[config.mk]
export PLATFORM = sky130hd
export DESIGN_NAME = axicb_rd_switch_top
export DESIGN_NICKNAME = d
export VERILOG_FILES = /design/src/axicb_cfg_pkg.sv /design/src/axicb_chan_pkg.sv /design/src/axicb_rd_if.sv /design/src/axicb_pipeline.sv /design/src/axicb_rr_arbiter.sv /design/src/axicb_slv_switch.sv /design/src/axicb_mst_switch.sv /design/src/axicb_rd_switch_top.sv
export SDC_FILE = /design/constraint.sdc
export NUM_CORES = 1
export LEC_CHECK = 0
export BUFFER_PORTS_ARGS = -buffer_cell sky130_fd_sc_hd__buf_2
export CORE_AREA = 2 2 152 109
export CTS_CLUSTER_SIZE = 8
export DETAILED_ROUTE_END_ITERATION = 8
export DIE_AREA = 0 0 154 111
export HOLD_SLACK_MARGIN = 0.03
export PLACE_DENSITY = 0.61
export SYNTH_ARGS = -nofsm -noshare
export SYNTH_HDL_FRONTEND = slang
export SYNTH_SLANG_ARGS = --single-unit
[constraint.sdc]
create_clock -name aclk -period 2.9 [get_ports aclk]
set_clock_uncertainty 0.1 [all_clocks]
set_input_delay 0.145 -clock aclk [delete_from_list [all_inputs] [get_ports aclk]]
set_output_delay 0.145 -clock aclk [all_outputs]
set_load 0.05 [all_outputs]
[src/axicb_cfg_pkg.sv]
//////////////////////////////////////////////////
// AXI read crossbar sizes and memory map
//////////////////////////////////////////////////

package axicb_cfg_pkg;

    // Agents on each side
    localparam int MST_NB    = 2;
    localparam int SLV_NB    = 2;
    localparam int MST_IDX_W = $clog2(MST_NB);
    localparam int SLV_IDX_W = $clog2(SLV_NB);

    // Channel field widths
    localparam int ADDR_W = 13;
    localparam int ID_W   = 4;
    localparam int DATA_W = 16;
    localparam int LEN_W  = 4;

    // Slave windows, bounds are inclusive
    localparam logic [ADDR_W-1:0] SLV0_START_ADDR = 13'd0;
    localparam logic [ADDR_W-1:0] SLV0_END_ADDR   = 13'd4095;
    localparam logic [ADDR_W-1:0] SLV1_START_ADDR = 13'd4096;
    localparam logic [ADDR_W-1:0] SLV1_END_ADDR   = 13'd8191;
    localparam logic [SLV_NB-1:0][ADDR_W-1:0] SLV_START_ADDRS = {SLV1_START_ADDR, SLV0_START_ADDR};
    localparam logic [SLV_NB-1:0][ADDR_W-1:0] SLV_END_ADDRS   = {SLV1_END_ADDR, SLV0_END_ADDR};

    // ID bit 3 carries the master index
    localparam logic [ID_W-1:0] MST_ID_FIELD = 4'h8;
    localparam logic [ID_W-1:0] MST0_ID_MASK = 4'h0;
    localparam logic [ID_W-1:0] MST1_ID_MASK = 4'h8;
    localparam logic [MST_NB-1:0][ID_W-1:0] MST_ID_MASKS = {MST1_ID_MASK, MST0_ID_MASK};

endpackage

[src/axicb_chan_pkg.sv]
//////////////////////////////////////////////////
// AXI read channel payloads
//////////////////////////////////////////////////

package axicb_chan_pkg;

    // Read address channel, 21 bits
    typedef struct packed {
        logic [axicb_cfg_pkg::ADDR_W-1:0] araddr;
        logic [axicb_cfg_pkg::ID_W-1:0]   arid;
        logic [axicb_cfg_pkg::LEN_W-1:0]  arlen;
    } ar_chan_t;

    // Read data channel, 21 bits
    typedef struct packed {
        logic [axicb_cfg_pkg::DATA_W-1:0] rdata;
        logic [axicb_cfg_pkg::ID_W-1:0]   rid;
        logic                             rlast;
    } r_chan_t;

    // Outstanding read tracking in the master-side switch
    typedef enum logic {
        SW_IDLE   = 1'b0,
        SW_WAIT_R = 1'b1
    } slv_sw_state_t;

endpackage

[src/axicb_rd_if.sv]
//////////////////////////////////////////////////
// AXI read link (AR + R)
//////////////////////////////////////////////////

`timescale 1ns/1ps
`default_nettype none

interface axicb_rd_if;

    // Address request
    logic                     arvalid;
    logic                     arready;
    axicb_chan_pkg::ar_chan_t ar;

    // Data response
    logic                     rvalid;
    logic                     rready;
    axicb_chan_pkg::r_chan_t  r;

    modport mst (
        output arvalid,
        output ar,
        input  arready,
        input  rvalid,
        input  r,
        output rready
    );

    modport slv (
        input  arvalid,
        input  ar,
        output arready,
        output rvalid,
        output r,
        input  rready
    );

endinterface

`resetall

[src/axicb_pipeline.sv]
//////////////////////////////////////////////////
// One-stage AR/R register slice
//////////////////////////////////////////////////

`timescale 1ns/1ps
`default_nettype none

module axicb_pipeline (
    input  logic    aclk,
    input  logic    i_rst_n,
    axicb_rd_if.slv i_up,
    axicb_rd_if.mst i_dn
);

    logic                     ar_valid_q;
    axicb_chan_pkg::ar_chan_t ar_q;
    logic                     r_valid_q;
    axicb_chan_pkg::r_chan_t  r_q;
    logic                     ar_load;
    logic                     r_load;

    ///////////////////////////////////////////////////
    // AR toward the crossbar
    ///////////////////////////////////////////////////

    // Free when empty or when the held request leaves this cycle
    assign i_up.arready = !ar_valid_q || i_dn.arready;
    assign ar_load      = i_up.arvalid && i_up.arready;

    always_ff @(posedge aclk) begin
        if (!i_rst_n) begin
            ar_valid_q <= 1'b0;
        end else if (i_up.arready) begin
            ar_valid_q <= i_up.arvalid;
        end
    end

    always_ff @(posedge aclk) begin
        if (ar_load) begin
            ar_q <= i_up.ar;
        end
    end

    assign i_dn.arvalid = ar_valid_q;
    assign i_dn.ar      = ar_q;

    ///////////////////////////////////////////////////
    // R back toward the master
    ///////////////////////////////////////////////////

    assign i_dn.rready = !r_valid_q || i_up.rready;
    assign r_load      = i_dn.rvalid && i_dn.rready;

    always_ff @(posedge aclk) begin
        if (!i_rst_n) begin
            r_valid_q <= 1'b0;
        end else if (i_dn.rready) begin
            r_valid_q <= i_dn.rvalid;
        end
    end

    always_ff @(posedge aclk) begin
        if (r_load) begin
            r_q <= i_dn.r;
        end
    end

    assign i_up.rvalid = r_valid_q;
    assign i_up.r      = r_q;

    // Stalled outputs keep their payload
    ar_hold_a : assert property (@(posedge aclk) disable iff (!i_rst_n)
        ar_valid_q && !i_dn.arready |=> ar_valid_q && $stable(ar_q));
    r_hold_a : assert property (@(posedge aclk) disable iff (!i_rst_n)
        r_valid_q && !i_up.rready |=> r_valid_q && $stable(r_q));

endmodule

`resetall

[src/axicb_rr_arbiter.sv]
//////////////////////////////////////////////////
// Round-robin arbiter with grant hold
//////////////////////////////////////////////////

`timescale 1ns/1ps
`default_nettype none

module axicb_rr_arbiter (
    input  logic                            aclk,
    input  logic                            i_rst_n,
    input  logic [axicb_cfg_pkg::MST_NB-1:0] i_req,
    input  logic                            i_ack,
    output logic [axicb_cfg_pkg::MST_NB-1:0] o_grant
);

    typedef logic [axicb_cfg_pkg::MST_IDX_W-1:0] mst_idx_t;

    mst_idx_t                         last_q;
    mst_idx_t                         win_idx;
    logic                             hold_q;
    logic [axicb_cfg_pkg::MST_NB-1:0] grant_q;
    logic [axicb_cfg_pkg::MST_NB-1:0] pick;

    // First requester after the last winner, index wraps on MST_NB
    always_comb begin
        mst_idx_t idx;
        pick = '0;
        for (int k = 1; k <= axicb_cfg_pkg::MST_NB; k++) begin
            idx = last_q + mst_idx_t'(k);
            if (pick == '0 && i_req[idx]) begin
                pick[idx] = 1'b1;
            end
        end
    end

    assign o_grant = hold_q ? grant_q : pick;

    always_comb begin
        win_idx = last_q;
        for (int m = 0; m < axicb_cfg_pkg::MST_NB; m++) begin
            if (o_grant[m]) begin
                win_idx = mst_idx_t'(m);
            end
        end
    end

    // Lock the grant until the request is taken
    always_ff @(posedge aclk) begin
        if (!i_rst_n) begin
            hold_q  <= 1'b0;
            grant_q <= '0;
            last_q  <= mst_idx_t'(axicb_cfg_pkg::MST_NB - 1);
        end else if (i_ack) begin
            hold_q <= 1'b0;
            last_q <= win_idx;
        end else if (|o_grant) begin
            hold_q  <= 1'b1;
            grant_q <= o_grant;
        end
    end

    grant_onehot_a : assert property (@(posedge aclk) disable iff (!i_rst_n)
        $onehot0(o_grant));

endmodule

`resetall

[src/axicb_slv_switch.sv]
//////////////////////////////////////////////////
// Master-side switch: decode and R select
//////////////////////////////////////////////////

`timescale 1ns/1ps
`default_nettype none

module axicb_slv_switch (
    input  logic    aclk,
    input  logic    i_rst_n,
    axicb_rd_if.slv i_mst,
    axicb_rd_if.mst o_slv [axicb_cfg_pkg::SLV_NB]
);

    typedef logic [axicb_cfg_pkg::SLV_IDX_W-1:0] slv_idx_t;

    axicb_chan_pkg::slv_sw_state_t    state_q;
    slv_idx_t                         tgt_q;
    slv_idx_t                         dec_idx;
    logic                             idle;
    logic                             ar_fire;
    logic                             r_done;
    logic [axicb_cfg_pkg::SLV_NB-1:0] hit;
    logic [axicb_cfg_pkg::SLV_NB-1:0] link_arready;
    logic [axicb_cfg_pkg::SLV_NB-1:0] link_rvalid;
    axicb_chan_pkg::r_chan_t          link_r [axicb_cfg_pkg::SLV_NB];

    assign idle = (state_q == axicb_chan_pkg::SW_IDLE);

    ///////////////////////////////////////////////////
    // Address decode and per-slave links
    ///////////////////////////////////////////////////

    for (genvar s = 0; s < axicb_cfg_pkg::SLV_NB; s++) begin : gen_link
        assign hit[s] = (i_mst.ar.araddr >= axicb_cfg_pkg::SLV_START_ADDRS[s]) &&
                        (i_mst.ar.araddr <= axicb_cfg_pkg::SLV_END_ADDRS[s]);

        assign o_slv[s].arvalid = i_mst.arvalid && idle && hit[s];
        assign o_slv[s].ar      = i_mst.ar;
        assign o_slv[s].rready  = !idle && (tgt_q == slv_idx_t'(s)) && i_mst.rready;

        assign link_arready[s] = o_slv[s].arready;
        assign link_rvalid[s]  = o_slv[s].rvalid;
        assign link_r[s]       = o_slv[s].r;
    end

    always_comb begin
        dec_idx = '0;
        for (int s = 0; s < axicb_cfg_pkg::SLV_NB; s++) begin
            if (hit[s]) begin
                dec_idx = slv_idx_t'(s);
            end
        end
    end

    // Single outstanding read, so only accept while idle
    assign i_mst.arready = idle && |(hit & link_arready);

    // R comes back from the recorded slave only
    assign i_mst.rvalid = !idle && link_rvalid[tgt_q];
    assign i_mst.r      = link_r[tgt_q];

    assign ar_fire = i_mst.arvalid && i_mst.arready;
    assign r_done  = i_mst.rvalid && i_mst.rready && i_mst.r.rlast;

    ///////////////////////////////////////////////////
    // Outstanding read FSM
    ///////////////////////////////////////////////////

    always_ff @(posedge aclk) begin
        if (!i_rst_n) begin
            state_q <= axicb_chan_pkg::SW_IDLE;
            tgt_q   <= '0;
        end else begin
            case (state_q)
                axicb_chan_pkg::SW_IDLE: begin
                    if (ar_fire) begin
                        state_q <= axicb_chan_pkg::SW_WAIT_R;
                        tgt_q   <= dec_idx;
                    end
                end
                axicb_chan_pkg::SW_WAIT_R: begin
                    if (r_done) begin
                        state_q <= axicb_chan_pkg::SW_IDLE;
                    end
                end
                default: state_q <= axicb_chan_pkg::SW_IDLE;
            endcase
        end
    end

    // ID routing in the slave-side switch never hands us a beat while idle
    idle_no_r_a : assert property (@(posedge aclk) disable iff (!i_rst_n)
        idle |-> (link_rvalid == '0));

endmodule

`resetall

[src/axicb_mst_switch.sv]
//////////////////////////////////////////////////
// Slave-side switch: AR arbitration, R routing
//////////////////////////////////////////////////

`timescale 1ns/1ps
`default_nettype none

module axicb_mst_switch (
    input  logic    aclk,
    input  logic    i_rst_n,
    axicb_rd_if.slv i_mst [axicb_cfg_pkg::MST_NB],
    axicb_rd_if.mst o_slv
);

    typedef logic [axicb_cfg_pkg::MST_IDX_W-1:0] mst_idx_t;

    logic [axicb_cfg_pkg::MST_NB-1:0] req;
    logic [axicb_cfg_pkg::MST_NB-1:0] grant;
    logic [axicb_cfg_pkg::MST_NB-1:0] rdst;
    logic [axicb_cfg_pkg::MST_NB-1:0] rready_arr;
    axicb_chan_pkg::ar_chan_t         ar_arr [axicb_cfg_pkg::MST_NB];
    mst_idx_t                         gnt_idx;
    logic                             ar_ack;

    ///////////////////////////////////////////////////
    // Per-master links
    ///////////////////////////////////////////////////

    for (genvar m = 0; m < axicb_cfg_pkg::MST_NB; m++) begin : gen_link
        assign req[m]        = i_mst[m].arvalid;
        assign ar_arr[m]     = i_mst[m].ar;
        assign rready_arr[m] = i_mst[m].rready;

        // Beat belongs to the master whose mask matches the ID field
        assign rdst[m] = ((o_slv.r.rid & axicb_cfg_pkg::MST_ID_FIELD) ==
                          axicb_cfg_pkg::MST_ID_MASKS[m]);

        assign i_mst[m].arready = grant[m] && o_slv.arready;
        assign i_mst[m].rvalid  = o_slv.rvalid && rdst[m];
        assign i_mst[m].r       = o_slv.r;
    end

    ///////////////////////////////////////////////////
    // AR arbitration
    ///////////////////////////////////////////////////

    assign ar_ack = o_slv.arvalid && o_slv.arready;

    axicb_rr_arbiter ar_arbiter (
        .aclk    (aclk),
        .i_rst_n (i_rst_n),
        .i_req   (req),
        .i_ack   (ar_ack),
        .o_grant (grant)
    );

    always_comb begin
        gnt_idx = '0;
        for (int m = 0; m < axicb_cfg_pkg::MST_NB; m++) begin
            if (grant[m]) begin
                gnt_idx = mst_idx_t'(m);
            end
        end
    end

    assign o_slv.arvalid = |(grant & req);
    assign o_slv.ar      = ar_arr[gnt_idx];

    // Backpressure comes from the addressed master only
    assign o_slv.rready = |(rdst & rready_arr);

endmodule

`resetall

[src/axicb_rd_switch_top.sv]
//////////////////////////////////////////////////
// AXI read crossbar, 2 masters x 2 slaves
//////////////////////////////////////////////////

`timescale 1ns/1ps
`default_nettype none

module axicb_rd_switch_top (
    input  logic                     aclk,
    input  logic                     i_rst_n,
    // Master ports
    input  logic                     i_m_arvalid [axicb_cfg_pkg::MST_NB],
    input  axicb_chan_pkg::ar_chan_t i_m_ar      [axicb_cfg_pkg::MST_NB],
    input  logic                     i_m_rready  [axicb_cfg_pkg::MST_NB],
    output logic                     o_m_arready [axicb_cfg_pkg::MST_NB],
    output logic                     o_m_rvalid  [axicb_cfg_pkg::MST_NB],
    output axicb_chan_pkg::r_chan_t  o_m_r       [axicb_cfg_pkg::MST_NB],
    // Slave ports
    output logic                     o_s_arvalid [axicb_cfg_pkg::SLV_NB],
    output axicb_chan_pkg::ar_chan_t o_s_ar      [axicb_cfg_pkg::SLV_NB],
    output logic                     o_s_rready  [axicb_cfg_pkg::SLV_NB],
    input  logic                     i_s_arready [axicb_cfg_pkg::SLV_NB],
    input  logic                     i_s_rvalid  [axicb_cfg_pkg::SLV_NB],
    input  axicb_chan_pkg::r_chan_t  i_s_r       [axicb_cfg_pkg::SLV_NB]
);

    ///////////////////////////////////////////////////
    // Master side: port, register slice, decoder
    ///////////////////////////////////////////////////

    for (genvar m = 0; m < axicb_cfg_pkg::MST_NB; m++) begin : gen_mst
        axicb_rd_if port_if ();
        axicb_rd_if pipe_if ();
        // Row m of the switch matrix, one link per slave
        axicb_rd_if link [axicb_cfg_pkg::SLV_NB] ();

        assign port_if.arvalid = i_m_arvalid[m];
        assign port_if.ar      = i_m_ar[m];
        assign port_if.rready  = i_m_rready[m];
        assign o_m_arready[m]  = port_if.arready;
        assign o_m_rvalid[m]   = port_if.rvalid;
        assign o_m_r[m]        = port_if.r;

        axicb_pipeline mst_pipe (
            .aclk    (aclk),
            .i_rst_n (i_rst_n),
            .i_up    (port_if),
            .i_dn    (pipe_if)
        );

        axicb_slv_switch slv_switch (
            .aclk    (aclk),
            .i_rst_n (i_rst_n),
            .i_mst   (pipe_if),
            .o_slv   (link)
        );
    end

    ///////////////////////////////////////////////////
    // Slave side: column view of the matrix, arbiter
    ///////////////////////////////////////////////////

    for (genvar s = 0; s < axicb_cfg_pkg::SLV_NB; s++) begin : gen_slv
        axicb_rd_if port_if ();
        axicb_rd_if col [axicb_cfg_pkg::MST_NB] ();

        for (genvar m = 0; m < axicb_cfg_pkg::MST_NB; m++) begin : gen_col
            assign col[m].arvalid = gen_mst[m].link[s].arvalid;
            assign col[m].ar      = gen_mst[m].link[s].ar;
            assign col[m].rready  = gen_mst[m].link[s].rready;

            assign gen_mst[m].link[s].arready = col[m].arready;
            assign gen_mst[m].link[s].rvalid  = col[m].rvalid;
            assign gen_mst[m].link[s].r       = col[m].r;
        end

        axicb_mst_switch mst_switch (
            .aclk    (aclk),
            .i_rst_n (i_rst_n),
            .i_mst   (col),
            .o_slv   (port_if)
        );

        assign o_s_arvalid[s]  = port_if.arvalid;
        assign o_s_ar[s]       = port_if.ar;
        assign o_s_rready[s]   = port_if.rready;
        assign port_if.arready = i_s_arready[s];
        assign port_if.rvalid  = i_s_rvalid[s];
        assign port_if.r       = i_s_r[s];
    end

endmodule

`resetall

==> results.md <==
- Dividing the final minimum period by the clock period gives 94.1%.
- The global placer's final weighted congestion is 0.825.
- The clock latency of the later-clocked register in the worst-skew pair is 0.34 ns.
- The register share of total power is 45.4%.
- In this run the cell area measured after placement is 0.00572 mm^2.
- Dividing total power by cell area gives a power density of 527 mW/mm^2.
- The number of antenna violations at the first check in global routing is 0.
- The die covers 0.0171 mm^2.
- The region available for standard cell placement spans 0.0159 mm^2.
- The minimum setup slack after placement is 0.458 ns.
- The flow ran to the end, and the final reports show no timing, DRC or antenna violations.
- Counting flops and latches in the post-synthesis netlist gives 100.
- The part of the total power dissipated in the clock network is 32.0%.
- The worst supply voltage drop on vdd is 0.282 mV.
- The worst-case headroom to the max-slew limit is 68.7%.
- The internal power component is 2650 uW.
- The top cell types in the final layout, fill and taps aside, are 185 x buf_2, 102 x dlygate4sd3_1, 84 x edfxtp_1, 83 x mux2_2, 19 x nand2_1.
- The total number of vias is 3727.
- Dividing the detail-routed wire length by the instance count gives 16.1 um.
- Hold repair after CTS inserted 102 buffers.
- The final max-slew violation count is 0.
- The horizontal extent of the die is 154 um.
- In this run the count of I/O pins placed on the die edge is 186.
- From bottom edge to top edge, the die measures 111 um.
- The synthesized area is 0.00461 mm^2.
- The signal on the critical path passes through and4b_1 -> o31ai_4 -> buf_4 -> mux2_2 -> buf_2.
- Dividing the detail-routed via count by the number of cells gives 4.64.
- The number of buffer and inverter stages on the critical path is 2.
- The first-pass iteration count of the detailed router is 4.
- The switching share of power is 28.5%.
- The average instance in the mapped netlist occupies 14.9 um^2.
- Setup violations remaining at the end of the flow were counted as 0.
- The most frequently used flop master after synthesis is edfxtp_1.
- Global routing finished with a remaining overflow of 0.
- The share of cells above drive strength 1 is 50.6%.
- For this run, the post-layout net count is 688.
- STA classifies the critical path endpoint as an output pin.
- Summing the sequential cell areas from Yosys gives 61.7% of the chip area.
- No sink is reached through more buffers than the 2 on the longest clock path.
- The final period demand of the worst path is 2.73 ns.
- The count of buffers added on input and output ports is 185.
- The worst hold path belongs to the class input pin to flop.
- The finished cells cover 0.00704 mm^2.
- The clock tree synthesis step divided the H-tree into 3 levels.
- The worst setup path is launched from a flop.
- The first global-routing pass estimated 20.1 mm of wire.
- The number of synthesis warnings is 0.
- For this run, the slowest stage of the critical path takes 0.55 ns.
- The reported net switching power is 1060 uW.
- For the worst setup path, the data required time is 2.65 ns.
- The cell sitting at the root of the clock tree is a clkbuf_16.
- Counting flops with an async set or reset pin after synthesis yields a share of 0%.
- The post-CTS clock slew at the launch and capture registers of the worst setup and hold paths is 0.07 ns.
- Yosys mapped the design onto 47 distinct sky130hd cell types.
- The path type of the worst setup path is flop to output pin.
- The most common cell after layout, fill and taps aside is buf_2.
- The largest fanout on the critical path is 21.
- The CTS buffer count is 9.
- The cell leakage power is 0.00282 uW.
- 0 antenna diodes ended up in the layout.
- The number of hold-slack violations in the final timing report is 0.
- In this run, the combinational gates consume 22.7% of the power.
- The highest clock rate is 0.366 GHz.
- The number of buffers inserted to repair setup after CTS is 0.
- The via count of the first global-routing pass is 3953.
- The tree built by TritonCTS fans out to 100 sinks.
- The kind of cell with the highest combined delay along the critical path is buffers and inverters.
- Measured on the finished design, the core utilization comes to 44.4%.
- Max-cap violations in this run came to 0.
- The synthesized net count is 404.
- Across all setup checks in the final design, the least slack found is 0.171 ns.
- Relative to the synthesized area, the layout overhead comes to 52.6%.
- For this block, the routed nets add up to 12.9 mm of wire.
- The number of violations reported at the end of detailed-routing iteration 0 is 201.
- The post-cts sizing count is 0.
- The slew of the pin with the lowest slew margin is 0.468 ns.
- The floorplan has 39 rows.
- The cell count after synthesis came out at 310.
- For this run, design rule violations remaining after detail routing come to 0.
- Setup repair after global routing left no endpoint under its margin.
- The global-route total usage across every layer is 15.0%.
- Once the floorplan was initialized, standard cells occupied 29.1% of the core.
- The CTS tree is done.
- The synthesized design contains 84 enable-type register cells.
- The number of antenna-violating nets in the routed design is 0.
- Entering global routing, the biggest net connects 25 pins.
- Detailed placement finished with a half-perimeter wire length of 8.54 mm.
- The layout has 1406 filler cells.
- The critical path data arrival time is 2.48 ns.
- Adding up every negative setup slack in the final design gives 0 ns.
- For this design, the slowest cell found on the critical path is dfxtp_1.
[synthesized netlist by cell type (2+ instances only)]
library cell  count  share of area (%)
and3_1            2               0.27
and4b_1           3               0.65
o21ai_0           6               0.65
buf_6             2               0.49
nor2_1            2               0.16
inv_1             6               0.49
buf_4             9                1.5
nand2b_1          3               0.41
nor3b_1           2               0.33
buf_2             6               0.65
clkbuf_1          7               0.57
o21a_1            2               0.33
edfxtp_1         84                 55
nand2_1          19                1.5
or2_2             2               0.27
nand3b_1          2               0.33
mux2i_1           2               0.43
nand3_1           9               0.98
dfxtp_1          16                6.9
mux2_2           83                 20
and2_1            4               0.54
nor2b_1           2               0.27
o311a_1           2               0.43
and4bb_2          3               0.81
a21oi_1           9               0.98
o21ai_1           2               0.22
[per-layer routing]
metal,vias to the layer above,global-route usage (%),part of all wire (%)
met2,123,27.7,54
met5,-,0,0
met4,0,6.23,2.1
li1,1749,-,-
met3,20,3.24,4.0
met1,1835,16.7,40
[power by group through the flow]
| stage | registers (uW) | clock network (uW) | logic [uW] |
|---|---|---|---|
| 3_3_place_gp | 1710 | 0 | 709 |
| 3_5_place_dp | 1710 | 0 | 716 |
| 2_1_floorplan | 1720 | 0 | 514 |
| 5_1_grt | 1690 | 1270 | 885 |
| 4_1_cts | 1680 | 1230 | 835 |
| 6_report | 1680 | 1190 | 841 |
[cells by family (layout without fill, tap and decap cells)]
kind of cell / after synthesis / in the layout / synth area share (%)
AOI/OAI and AO/OA: 34 / 34 / 5.81
DFF: 100 / 100 / 61.7
buffers and inverters: 30 / 319 / 3.66
muxes: 85 / 85 / 20.7
and+or+nand+nor: 61 / 61 / 8.17
[per-stage QoR]
step,total power (uW),instances,hold WS [ns]
2_1_floorplan,2240,310,0.107
3_3_place_gp,2420,686,0.222
3_5_place_dp,2430,686,0.223
4_1_cts,3740,804,0.0327
5_1_grt,3850,804,0.0386
6_report,3710,804,0.0516
[final timing paths]
check                                              start                                          end  slack [ns]  cells past startpoint
min reg2reg  gen_slv[1].mst_switch.ar_arbiter.grant_q[1]  gen_slv[1].mst_switch.ar_arbiter.grant_q[1]        0.38                      2
max reg2reg              gen_mst[0].mst_pipe.i_dn.ar[20]               gen_mst[0].mst_pipe.i_dn.ar[4]        0.43                      6
min                                            i_s_r[25]                gen_mst[1].mst_pipe.i_up.r[4]        0.05                      3
max                        gen_mst[0].slv_switch.state_q                                   o_s_ar[13]        0.17                      5
[layout make-up]
cell class	instances	area (um^2)	area share (%)
clock buffers	12	236	3.36
repair buffers	297	2020	28.7
clock inverters	4	53.8	0.765
inverters	6	22.5	0.320
well taps	205	256	3.65
multi-input cells	180	1600	22.8
flip-flops and latches	100	2840	40.4
[flip-flops by register name, indices dropped and copies added (netlist names)]
name,cells
gen_slv.mst_switch.ar_arbiter.last_q,2
gen_mst.slv_switch.state_q,2
gen_mst.mst_pipe.i_up.r,42
gen_mst.slv_switch.tgt_q,2
gen_slv.mst_switch.ar_arbiter.hold_q,2
gen_mst.mst_pipe.i_up.rvalid,2
gen_slv.mst_switch.ar_arbiter.grant_q,4
gen_mst.mst_pipe.i_dn.arvalid,2
gen_mst.mst_pipe.i_dn.ar,42
[worst register-to-register path: stages (launching register included)]
cell and delay [ns]:
edfxtp_1 0.53, or4b_1 0.53, o21ai_1 0.21, a32oi_1 0.08, o21ai_1 0.24, and2_1 0.16, buf_4 0.29
No activity file was read; power rests on OpenSTA's default activity.
